**src/adapter_pkg.sv**
```systemverilog
`default_nettype none

package adapter_pkg;

  // widths with a meaning of their own
  typedef logic [31:0] paddr_t;
  typedef logic [63:0] word_t;
  typedef logic [7:0]  strb_t;
  typedef logic [3:0]  tid_t;
  typedef logic [2:0]  size_t;
  typedef logic [1:0]  blen_t;
  typedef logic        bus_id_t;

  // line lengths in bus words
  localparam int unsigned ICACHE_LINE_WORDS = 4;
  localparam int unsigned DCACHE_LINE_WORDS = 2;

  // bus id per cache
  localparam bus_id_t ID_ICACHE = 1'b0;
  localparam bus_id_t ID_DCACHE = 1'b1;

  typedef enum logic {
    DCACHE_LOAD,
    DCACHE_STORE
  } dcache_req_e;

  typedef enum logic {
    DCACHE_LOAD_ACK,
    DCACHE_STORE_ACK
  } dcache_ack_e;

  typedef enum logic {
    ARB_IDLE,
    ARB_LOCKED
  } arb_state_e;

  // strobes for one access, aligned to its natural size
  function automatic strb_t to_byte_enable(input logic [2:0] off, input logic [1:0] size);
    strb_t be;
    case (size)
      2'b00:   be = strb_t'(8'h01) << off;
      2'b01:   be = strb_t'(8'h03) << {off[2:1], 1'b0};
      2'b10:   be = strb_t'(8'h0f) << {off[2], 2'b00};
      default: be = 8'hff;
    endcase
    return be;
  endfunction

endpackage

`default_nettype wire

```
**src/sync_fifo.sv**
```systemverilog
`timescale 1ns/100ps
`default_nettype none

module sync_fifo #(
  parameter int unsigned Width = 8,
  parameter int unsigned Depth = 4
) (
  input  logic             clk_i,
  input  logic             rst_ni,
  input  logic             push_i,
  input  logic [Width-1:0] data_i,
  input  logic             pop_i,
  output logic [Width-1:0] data_o,
  output logic             full_o,
  output logic             empty_o
);

  localparam int unsigned PtrW = (Depth > 1) ? $clog2(Depth) : 1;

  logic [Width-1:0] mem_q [Depth];
  logic [PtrW-1:0]  wr_ptr_q;
  logic [PtrW-1:0]  rd_ptr_q;
  logic [PtrW:0]    count_q;

  assign full_o  = (count_q == (PtrW+1)'(Depth));
  assign empty_o = (count_q == '0);
  // head of queue shows without a pop
  assign data_o  = mem_q[rd_ptr_q];

  always_ff @(posedge clk_i) begin
    if (push_i) begin
      mem_q[wr_ptr_q] <= data_i;
    end
  end

  always_ff @(posedge clk_i or negedge rst_ni) begin
    if (!rst_ni) begin
      wr_ptr_q <= '0;
      rd_ptr_q <= '0;
      count_q  <= '0;
    end else begin
      if (push_i) begin
        wr_ptr_q <= (wr_ptr_q == PtrW'(Depth - 1)) ? '0 : wr_ptr_q + 1'b1;
      end
      if (pop_i) begin
        rd_ptr_q <= (rd_ptr_q == PtrW'(Depth - 1)) ? '0 : rd_ptr_q + 1'b1;
      end
      // simultaneous push and pop keeps the count
      if (push_i && !pop_i) begin
        count_q <= count_q + 1'b1;
      end else if (pop_i && !push_i) begin
        count_q <= count_q - 1'b1;
      end
    end
  end

  ////////////////////
  // assertions
  ////////////////////

  // callers must honour the flags
  a_no_push_full : assert property (@(posedge clk_i) disable iff (!rst_ni)
    push_i |-> !full_o);

  a_no_pop_empty : assert property (@(posedge clk_i) disable iff (!rst_ni)
    pop_i |-> !empty_o);

endmodule

`default_nettype wire

```
**src/line_assembler.sv**
```systemverilog
`timescale 1ns/100ps
`default_nettype none

module line_assembler import adapter_pkg::*; #(
  parameter int unsigned LineWords = 4
) (
  input  logic                    clk_i,
  input  logic                    rst_ni,
  input  logic                    beat_en_i,
  input  word_t                   beat_data_i,
  input  logic                    beat_last_i,
  output word_t [LineWords-1:0]   line_o
);

  word_t [LineWords-1:0] line_q;
  logic                  first_q;

  assign line_o = line_q;

  // set again by the last beat, so the next transaction starts clean
  always_ff @(posedge clk_i or negedge rst_ni) begin
    if (!rst_ni) begin
      first_q <= 1'b1;
    end else if (beat_en_i) begin
      first_q <= beat_last_i;
    end
  end

  ////////////////////
  // beat shift register
  ////////////////////

  always_ff @(posedge clk_i) begin
    if (beat_en_i) begin
      line_q <= {beat_data_i, line_q[LineWords-1:1]};
      // single word reads must end up at word 0
      if (first_q) begin
        line_q[0] <= beat_data_i;
      end
    end
  end

endmodule

`default_nettype wire

```
**src/adapter_ctrl.sv**
```systemverilog
`timescale 1ns/100ps
`default_nettype none

module adapter_ctrl import adapter_pkg::*; (
  input  logic        clk_i,
  input  logic        rst_ni,
  // request and id queue status
  input  logic        icache_empty_i,
  input  logic        dcache_empty_i,
  input  logic        icache_id_full_i,
  input  logic        dcache_rd_id_full_i,
  input  logic        dcache_wr_id_full_i,
  input  logic        dcache_wr_id_empty_i,
  // queue heads
  input  paddr_t      icache_paddr_i,
  input  paddr_t      dcache_paddr_i,
  input  logic        icache_nc_i,
  input  dcache_req_e dcache_rtype_i,
  input  size_t       dcache_size_i,
  input  word_t       dcache_data_i,
  // queue control
  output logic        icache_pop_o,
  output logic        dcache_pop_o,
  output logic        icache_id_push_o,
  output logic        dcache_rd_id_push_o,
  output logic        dcache_wr_id_push_o,
  output logic        icache_id_pop_o,
  output logic        dcache_rd_id_pop_o,
  output logic        dcache_wr_id_pop_o,
  // read address
  output logic        ar_valid_o,
  input  logic        ar_ready_i,
  output paddr_t      ar_addr_o,
  output blen_t       ar_len_o,
  output logic [1:0]  ar_size_o,
  output bus_id_t     ar_id_o,
  // write address and data
  output logic        aw_valid_o,
  input  logic        aw_ready_i,
  output paddr_t      aw_addr_o,
  output logic [1:0]  aw_size_o,
  output word_t       w_data_o,
  output strb_t       w_strb_o,
  // read data, never stalled
  input  logic        r_valid_i,
  input  logic        r_last_i,
  input  bus_id_t     r_id_i,
  // write response
  input  logic        b_valid_i,
  input  bus_id_t     b_id_i,
  output logic        b_ready_o,
  // return path
  output logic        icache_beat_en_o,
  output logic        dcache_beat_en_o,
  output logic        icache_rtrn_vld_o,
  output logic        dcache_rtrn_vld_o,
  output dcache_ack_e dcache_rtrn_type_o,
  output logic        dcache_rtrn_is_wr_o
);

  arb_state_e  arb_state_q;
  logic        arb_idx_q;
  logic        rr_q;
  logic        ic_comp;
  logic        dc_comp;
  logic        arb_idx;
  logic        req_vld;
  logic        is_store;
  logic        ar_fire;
  logic        aw_fire;
  logic        b_fire;
  logic        icache_rtrn_vld_q;
  logic        dcache_rtrn_vld_q;
  dcache_ack_e dcache_rtrn_type_q;

  ////////////////////
  // arbitration
  ////////////////////

  assign ic_comp = !icache_empty_i && !icache_id_full_i;
  assign dc_comp = !dcache_empty_i && !dcache_rd_id_full_i && !dcache_wr_id_full_i;

  // rr_q names the side that wins a tie
  always_comb begin
    if (arb_state_q == ARB_LOCKED) begin
      arb_idx = arb_idx_q;
    end else if (ic_comp && dc_comp) begin
      arb_idx = rr_q;
    end else begin
      arb_idx = dc_comp;
    end
  end

  assign req_vld  = (arb_state_q == ARB_LOCKED) || ic_comp || dc_comp;
  assign is_store = arb_idx && (dcache_rtype_i == DCACHE_STORE);
  assign ar_fire  = ar_valid_o && ar_ready_i;
  assign aw_fire  = aw_valid_o && aw_ready_i;

  assign icache_pop_o        = ar_fire && !arb_idx;
  assign dcache_pop_o        = (ar_fire || aw_fire) && arb_idx;
  assign icache_id_push_o    = ar_fire && !arb_idx;
  assign dcache_rd_id_push_o = ar_fire && arb_idx;
  assign dcache_wr_id_push_o = aw_fire;

  ////////////////////
  // request decode
  ////////////////////

  assign ar_valid_o = req_vld && !is_store;
  assign aw_valid_o = req_vld && is_store;

  always_comb begin
    if (arb_idx) begin
      ar_addr_o = dcache_paddr_i;
      ar_size_o = dcache_size_i[1:0];
      ar_id_o   = ID_DCACHE;
      ar_len_o  = dcache_size_i[2] ? blen_t'(DCACHE_LINE_WORDS - 1) : '0;
    end else begin
      // refills always fetch full bus words
      ar_addr_o = icache_paddr_i;
      ar_size_o = 2'b11;
      ar_id_o   = ID_ICACHE;
      ar_len_o  = icache_nc_i ? '0 : blen_t'(ICACHE_LINE_WORDS - 1);
    end
  end

  // stores are single beats
  assign aw_addr_o = dcache_paddr_i;
  assign aw_size_o = dcache_size_i[1:0];
  assign w_data_o  = dcache_data_i;
  assign w_strb_o  = to_byte_enable(dcache_paddr_i[2:0], dcache_size_i[1:0]);

  ////////////////////
  // return decode
  ////////////////////

  assign icache_beat_en_o = r_valid_i && (r_id_i == ID_ICACHE);
  assign dcache_beat_en_o = r_valid_i && (r_id_i == ID_DCACHE);

  // read beats win over write responses
  assign b_ready_o = !dcache_beat_en_o && !dcache_wr_id_empty_i;
  assign b_fire    = b_valid_i && b_ready_o && (b_id_i == ID_DCACHE);

  assign icache_id_pop_o     = icache_beat_en_o && r_last_i;
  assign dcache_rd_id_pop_o  = dcache_beat_en_o && r_last_i;
  assign dcache_wr_id_pop_o  = b_fire;
  assign dcache_rtrn_is_wr_o = b_fire;

  assign icache_rtrn_vld_o  = icache_rtrn_vld_q;
  assign dcache_rtrn_vld_o  = dcache_rtrn_vld_q;
  assign dcache_rtrn_type_o = dcache_rtrn_type_q;

  always_ff @(posedge clk_i or negedge rst_ni) begin
    if (!rst_ni) begin
      arb_state_q        <= ARB_IDLE;
      arb_idx_q          <= 1'b0;
      rr_q               <= 1'b0;
      icache_rtrn_vld_q  <= 1'b0;
      dcache_rtrn_vld_q  <= 1'b0;
      dcache_rtrn_type_q <= DCACHE_LOAD_ACK;
    end else begin
      // hold the choice until the bus takes it
      if (ar_fire || aw_fire) begin
        arb_state_q <= ARB_IDLE;
        rr_q        <= !arb_idx;
      end else if (req_vld) begin
        arb_state_q <= ARB_LOCKED;
        arb_idx_q   <= arb_idx;
      end
      icache_rtrn_vld_q  <= icache_id_pop_o;
      dcache_rtrn_vld_q  <= dcache_rd_id_pop_o || b_fire;
      dcache_rtrn_type_q <= b_fire ? DCACHE_STORE_ACK : DCACHE_LOAD_ACK;
    end
  end

  ////////////////////
  // assertions
  ////////////////////

  a_ar_stable : assert property (@(posedge clk_i) disable iff (!rst_ni)
    ar_valid_o && !ar_ready_i |=> ar_valid_o && $stable(ar_addr_o) && $stable(ar_len_o)
      && $stable(ar_size_o) && $stable(ar_id_o));

  a_aw_stable : assert property (@(posedge clk_i) disable iff (!rst_ni)
    aw_valid_o && !aw_ready_i |=> aw_valid_o && $stable(aw_addr_o) && $stable(aw_size_o)
      && $stable(w_data_o) && $stable(w_strb_o));

  // a store ack always pairs with an outstanding write id
  a_store_ack_has_id : assert property (@(posedge clk_i) disable iff (!rst_ni)
    dcache_rtrn_vld_o && dcache_rtrn_type_o == DCACHE_STORE_ACK
      |-> $past(!dcache_wr_id_empty_i));

endmodule

`default_nettype wire

```
**src/cache_bus_adapter.sv**
```systemverilog
`timescale 1ns/100ps
`default_nettype none

module cache_bus_adapter import adapter_pkg::*; #(
  parameter int unsigned ReqFifoDepth  = 2,
  parameter int unsigned MetaFifoDepth = 4
) (
  input  logic                          clk_i,
  input  logic                          rst_ni,
  // icache
  input  logic                          icache_req_i,
  output logic                          icache_ack_o,
  input  paddr_t                        icache_paddr_i,
  input  logic                          icache_nc_i,
  input  tid_t                          icache_tid_i,
  output logic                          icache_rtrn_vld_o,
  output tid_t                          icache_rtrn_tid_o,
  output word_t [ICACHE_LINE_WORDS-1:0] icache_rtrn_data_o,
  // dcache
  input  logic                          dcache_req_i,
  output logic                          dcache_ack_o,
  input  dcache_req_e                   dcache_rtype_i,
  input  paddr_t                        dcache_paddr_i,
  input  size_t                         dcache_size_i,
  input  word_t                         dcache_data_i,
  input  tid_t                          dcache_tid_i,
  output logic                          dcache_rtrn_vld_o,
  output dcache_ack_e                   dcache_rtrn_type_o,
  output tid_t                          dcache_rtrn_tid_o,
  output word_t [DCACHE_LINE_WORDS-1:0] dcache_rtrn_data_o,
  // memory bus
  output logic                          ar_valid_o,
  input  logic                          ar_ready_i,
  output paddr_t                        ar_addr_o,
  output blen_t                         ar_len_o,
  output logic [1:0]                    ar_size_o,
  output bus_id_t                       ar_id_o,
  input  logic                          r_valid_i,
  input  word_t                         r_data_i,
  input  logic                          r_last_i,
  input  bus_id_t                       r_id_i,
  output logic                          aw_valid_o,
  input  logic                          aw_ready_i,
  output paddr_t                        aw_addr_o,
  output logic [1:0]                    aw_size_o,
  output word_t                         w_data_o,
  output strb_t                         w_strb_o,
  input  logic                          b_valid_i,
  input  bus_id_t                       b_id_i,
  output logic                          b_ready_o
);

  localparam int unsigned IcReqW = $bits(paddr_t) + 1 + $bits(tid_t);
  localparam int unsigned DcReqW = 1 + $bits(paddr_t) + $bits(size_t) + $bits(word_t)
                                   + $bits(tid_t);

  logic [IcReqW-1:0] icache_fifo_q;
  logic [DcReqW-1:0] dcache_fifo_q;
  logic   icache_req_full, icache_req_empty, dcache_req_full, dcache_req_empty;
  paddr_t icache_paddr, dcache_paddr;
  logic   icache_nc, dcache_rtype_raw;
  tid_t   icache_tid, dcache_tid;
  size_t  dcache_size;
  word_t  dcache_data;
  logic   icache_pop, dcache_pop;
  logic   icache_id_push, dcache_rd_id_push, dcache_wr_id_push;
  logic   icache_id_pop, dcache_rd_id_pop, dcache_wr_id_pop;
  logic   icache_id_full, dcache_rd_id_full, dcache_wr_id_full, dcache_wr_id_empty;
  tid_t   icache_id_tid, dcache_rd_tid, dcache_wr_tid;
  tid_t   icache_rtrn_tid_q, dcache_rtrn_tid_q;
  logic   icache_beat_en, dcache_beat_en, dcache_rtrn_is_wr;

  ////////////////////
  // request queues
  ////////////////////

  assign icache_ack_o = icache_req_i && !icache_req_full;
  assign dcache_ack_o = dcache_req_i && !dcache_req_full;

  sync_fifo #(.Width(IcReqW), .Depth(ReqFifoDepth)) i_icache_req_fifo (
    .clk_i   (clk_i),
    .rst_ni  (rst_ni),
    .push_i  (icache_ack_o),
    .data_i  ({icache_paddr_i, icache_nc_i, icache_tid_i}),
    .pop_i   (icache_pop),
    .data_o  (icache_fifo_q),
    .full_o  (icache_req_full),
    .empty_o (icache_req_empty)
  );

  sync_fifo #(.Width(DcReqW), .Depth(ReqFifoDepth)) i_dcache_req_fifo (
    .clk_i   (clk_i),
    .rst_ni  (rst_ni),
    .push_i  (dcache_ack_o),
    .data_i  ({dcache_rtype_i, dcache_paddr_i, dcache_size_i, dcache_data_i, dcache_tid_i}),
    .pop_i   (dcache_pop),
    .data_o  (dcache_fifo_q),
    .full_o  (dcache_req_full),
    .empty_o (dcache_req_empty)
  );

  assign {icache_paddr, icache_nc, icache_tid} = icache_fifo_q;
  assign {dcache_rtype_raw, dcache_paddr, dcache_size, dcache_data, dcache_tid} = dcache_fifo_q;

  ////////////////////
  // id queues
  ////////////////////

  sync_fifo #(.Width($bits(tid_t)), .Depth(MetaFifoDepth)) i_icache_id_fifo (
    .clk_i   (clk_i),
    .rst_ni  (rst_ni),
    .push_i  (icache_id_push),
    .data_i  (icache_tid),
    .pop_i   (icache_id_pop),
    .data_o  (icache_id_tid),
    .full_o  (icache_id_full),
    .empty_o ()
  );

  sync_fifo #(.Width($bits(tid_t)), .Depth(MetaFifoDepth)) i_dcache_rd_id_fifo (
    .clk_i   (clk_i),
    .rst_ni  (rst_ni),
    .push_i  (dcache_rd_id_push),
    .data_i  (dcache_tid),
    .pop_i   (dcache_rd_id_pop),
    .data_o  (dcache_rd_tid),
    .full_o  (dcache_rd_id_full),
    .empty_o ()
  );

  sync_fifo #(.Width($bits(tid_t)), .Depth(MetaFifoDepth)) i_dcache_wr_id_fifo (
    .clk_i   (clk_i),
    .rst_ni  (rst_ni),
    .push_i  (dcache_wr_id_push),
    .data_i  (dcache_tid),
    .pop_i   (dcache_wr_id_pop),
    .data_o  (dcache_wr_tid),
    .full_o  (dcache_wr_id_full),
    .empty_o (dcache_wr_id_empty)
  );

  ////////////////////
  // control
  ////////////////////

  adapter_ctrl i_ctrl (
    .clk_i                (clk_i),
    .rst_ni               (rst_ni),
    .icache_empty_i       (icache_req_empty),
    .dcache_empty_i       (dcache_req_empty),
    .icache_id_full_i     (icache_id_full),
    .dcache_rd_id_full_i  (dcache_rd_id_full),
    .dcache_wr_id_full_i  (dcache_wr_id_full),
    .dcache_wr_id_empty_i (dcache_wr_id_empty),
    .icache_paddr_i       (icache_paddr),
    .dcache_paddr_i       (dcache_paddr),
    .icache_nc_i          (icache_nc),
    .dcache_rtype_i       (dcache_req_e'(dcache_rtype_raw)),
    .dcache_size_i        (dcache_size),
    .dcache_data_i        (dcache_data),
    .icache_pop_o         (icache_pop),
    .dcache_pop_o         (dcache_pop),
    .icache_id_push_o     (icache_id_push),
    .dcache_rd_id_push_o  (dcache_rd_id_push),
    .dcache_wr_id_push_o  (dcache_wr_id_push),
    .icache_id_pop_o      (icache_id_pop),
    .dcache_rd_id_pop_o   (dcache_rd_id_pop),
    .dcache_wr_id_pop_o   (dcache_wr_id_pop),
    .ar_valid_o           (ar_valid_o),
    .ar_ready_i           (ar_ready_i),
    .ar_addr_o            (ar_addr_o),
    .ar_len_o             (ar_len_o),
    .ar_size_o            (ar_size_o),
    .ar_id_o              (ar_id_o),
    .aw_valid_o           (aw_valid_o),
    .aw_ready_i           (aw_ready_i),
    .aw_addr_o            (aw_addr_o),
    .aw_size_o            (aw_size_o),
    .w_data_o             (w_data_o),
    .w_strb_o             (w_strb_o),
    .r_valid_i            (r_valid_i),
    .r_last_i             (r_last_i),
    .r_id_i               (r_id_i),
    .b_valid_i            (b_valid_i),
    .b_id_i               (b_id_i),
    .b_ready_o            (b_ready_o),
    .icache_beat_en_o     (icache_beat_en),
    .dcache_beat_en_o     (dcache_beat_en),
    .icache_rtrn_vld_o    (icache_rtrn_vld_o),
    .dcache_rtrn_vld_o    (dcache_rtrn_vld_o),
    .dcache_rtrn_type_o   (dcache_rtrn_type_o),
    .dcache_rtrn_is_wr_o  (dcache_rtrn_is_wr)
  );

  ////////////////////
  // return path
  ////////////////////

  line_assembler #(.LineWords(ICACHE_LINE_WORDS)) i_icache_line (
    .clk_i       (clk_i),
    .rst_ni      (rst_ni),
    .beat_en_i   (icache_beat_en),
    .beat_data_i (r_data_i),
    .beat_last_i (r_last_i),
    .line_o      (icache_rtrn_data_o)
  );

  line_assembler #(.LineWords(DCACHE_LINE_WORDS)) i_dcache_line (
    .clk_i       (clk_i),
    .rst_ni      (rst_ni),
    .beat_en_i   (dcache_beat_en),
    .beat_data_i (r_data_i),
    .beat_last_i (r_last_i),
    .line_o      (dcache_rtrn_data_o)
  );

  // tid sampled in the pop cycle, lines up with the registered valid
  always_ff @(posedge clk_i) begin
    icache_rtrn_tid_q <= icache_id_tid;
    dcache_rtrn_tid_q <= dcache_rtrn_is_wr ? dcache_wr_tid : dcache_rd_tid;
  end

  assign icache_rtrn_tid_o = icache_rtrn_tid_q;
  assign dcache_rtrn_tid_o = dcache_rtrn_tid_q;

endmodule

`default_nettype wire

```
**config.mk**
```make
export PLATFORM = sky130hd
export DESIGN_NAME = cache_bus_adapter
export DESIGN_NICKNAME = d
export VERILOG_FILES = /design/src/adapter_pkg.sv /design/src/sync_fifo.sv /design/src/line_assembler.sv /design/src/adapter_ctrl.sv /design/src/cache_bus_adapter.sv
export SDC_FILE = /design/constraint.sdc
export NUM_CORES = 1
export LEC_CHECK = 0
export ABC_AREA = 1
export BUFFER_PORTS_ARGS = -buffer_cell sky130_fd_sc_hd__buf_4
export CELL_PAD_IN_SITES_DETAIL_PLACEMENT = 1
export CELL_PAD_IN_SITES_GLOBAL_PLACEMENT = 2
export CORE_MARGIN = 3
export CORE_UTILIZATION = 33
export CTS_BUF_LIST = sky130_fd_sc_hd__clkbuf_4 sky130_fd_sc_hd__clkbuf_8 sky130_fd_sc_hd__clkbuf_16
export DETAILED_ROUTE_END_ITERATION = 10
export GPL_TIMING_DRIVEN = 0
export PLACE_DENSITY = 0.83
export SLEW_MARGIN = 5
export SYNTH_ARGS = -nofsm -noshare
export SYNTH_HDL_FRONTEND = slang
export SYNTH_HIERARCHICAL = 1
export SYNTH_SLANG_ARGS = --single-unit
```
**constraint.sdc**
```tcl
create_clock -name clk_i -period 6.03 [get_ports clk_i]
set_input_delay 1.206 -clock clk_i [delete_from_list [all_inputs] [get_ports clk_i]]
set_output_delay 1.206 -clock clk_i [all_outputs]
set_load 0.005 [all_outputs]
```
==> flow_summary.ini <==
[outcome]
outcome = complete, no violations

[floorplan]
die_area_um2 = 92300
rows = 108
core_area_um2 = 87300
io_pins = 759
die_w_um = 304
start_util = 0.335
die_h_um = 304

[timing]
post-route-period-util = 0.687
slew_viol_final = 0
hold_violations = 0
tightestPinTransition_ns = 0.919
grt_setup_unrepaired = false
skew_ns = 0.0205
period_needed_ns = 4.14
setup_viol = 0
relSlewSlack = 0.386
finalSetupTns_ns = 0
fmax_ghz = 0.242

[clock_tree]
cts_setup_buffers = 0
h-tree-depth = 3
cts_tree = done
holdBufCountCts = 0
clockRootBuffer = clkbuf_16
clock_sinks = 759
clk_pin_slew_worst_paths_ns = 0.06
cts_resized = 0
clockBufferDepth = 3
cts_made_buffers = 85
clkLatencyLatePin_ns = 0.65

[critical_path]
critPathLaunchType = register
cp.arrival_ns = 2.93
critical_path_class = reg -> out
crit_required_ns = 4.82
crit_path_end_kind = output port
crit_fanout = 10

[global_routing]
grt_max_degree = 90
grt.total_usage = 0.194
grt_pass1_wl_mm = 134
grt-ovfl-total = 0
antenna_found_initial = 9
grt_pass1_vias = 19900

[placed_design]
io_buffers = 758
hpwl_mm = 70.7
placedInstanceArea_um2 = 36700
place.gp.congestion = 0.835

[route]
drc = 0
final_antenna_net_count = 0
totalWireLength_mm = 92.4
firstDrtPassIters = 5
vias_per_cell = 4.55
vias = 18200
drt_iter0_markers = 1005
wl_per_cell_um = 23.1

[finish]
stdcell_area_um2 = 39600
area_delta_synth_final_pct = 35.4
finalNetCount = 3004
final_common_cell = buf_4
finish.utilization = 0.454
layout-drive-gt1-share = 0.433
final_cell_mix = buf_4, edfxtp_1, nand2_1, inv_1, clkbuf_16

[synth]
avgSynthCellArea_um2 = 15.4
synth_warnings = 6
synth_nets = 2144
postSynthCellCount = 1905
synth_area_um2 = 29300

[power_and_ir_drop]
power.total_mw = 17.7
power_leakage_nw = 16.6
p_per_area_nw_per_um2 = 447
vdd_drop_max_uv = 288

[hold_path]
holdCritPathClass = reg -> reg

[flow_run]
drv_cap = 0
## metrics by stage
| step | setup slack, ns | instances | hold slack, ns |
|---|---|---|---|
| 6_report | 1.89 | 3999 | 0.448 |
| 5_1_grt | 1.62 | 3999 | 0.460 |
| 4_1_cts | 1.70 | 3991 | 0.451 |
| 3_5_place_dp | 2.08 | 3833 | 0.438 |
| 3_3_place_gp | -1.17 | 3818 | 0.435 |
| 2_1_floorplan | 0.561 | 1905 | 0.442 |
## layer usage
metal / vias to the layer above / track usage / share of wire
met5: - / 0 / 0.00013
met1: 9067 / 0.195 / 0.34
met2: 713 / 0.370 / 0.54
met3: 128 / 0.0654 / 0.081
met4: 2 / 0.0631 / 0.034
li1: 8283 / - / -
## critical path, cell delays in order, from the launching register on
cell	delay [ns]
dfrtp_1	0.44
nor3_1	0.31
inv_1	0.09
nand2_1	0.10
nand2_1	0.13
nand2_4	0.17
clkbuf_1	0.53
nand2_1	0.25
nand2_1	0.13
buf_4	0.13
## registers in the layout (all words and copies together), names as in the netlist, 3 cells and up
name and cells:
i_dcache_rd_id_fifo/count_q 3, i_dcache_line/line_o 128, icache_rtrn_tid_o 4, i_icache_id_fifo/count_q 3
i_dcache_rd_id_fifo/mem_q 16, i_dcache_wr_id_fifo/count_q 3, i_icache_id_fifo/mem_q 16, i_icache_line/line_o 256
dcache_rtrn_tid_o 4, i_dcache_req_fifo/mem_q 208, i_dcache_wr_id_fifo/mem_q 16, i_icache_req_fifo/mem_q 74
## path summary, 6_finish.rpt
| check | endpoint | start | depth (start not counted) | slack (ns) |
|---|---|---|---|---|
| max | ar_addr_o[22] | i_dcache_wr_id_fifo/count_q[0] | 9 | 1.89 |
| min | i_icache_line/line_o[89] | i_icache_line/line_o[153] | 0 | 0.45 |
| max reg2reg | i_icache_id_fifo/count_q[2] | i_dcache_wr_id_fifo/count_q[0] | 15 | 2.76 |
| min reg2reg | i_icache_line/line_o[89] | i_icache_line/line_o[153] | 0 | 0.45 |
| max in group asynchronous | i_dcache_wr_id_fifo/rd_ptr_q[0] | rst_ni | 1 | 5.06 |
| min in group asynchronous | i_icache_id_fifo/count_q[0] | rst_ni | 1 | 0.56 |
## final cells by class
type,count,area (um^2)
Sequential cell,759,22500
Inverter,106,408
Buffer,152,1220
Timing Repair Buffer,773,6010
Tap cell,1155,1450
Multi-Input combinational cell,888,5130
Antenna cell,8,20.0
Clock inverter,58,574
Fill cell,8985,47700
Clock buffer,100,2260
## power breakdown
part	internal, mW	leakage, nW	switching, mW
Clock	3.05	1.40	2.17
Combinational	2.64	8.06	2.82
Sequential	6.72	7.19	0.315
Total	12.4	16.6	5.30
Note: power is estimated with default switching activity, not from simulation.
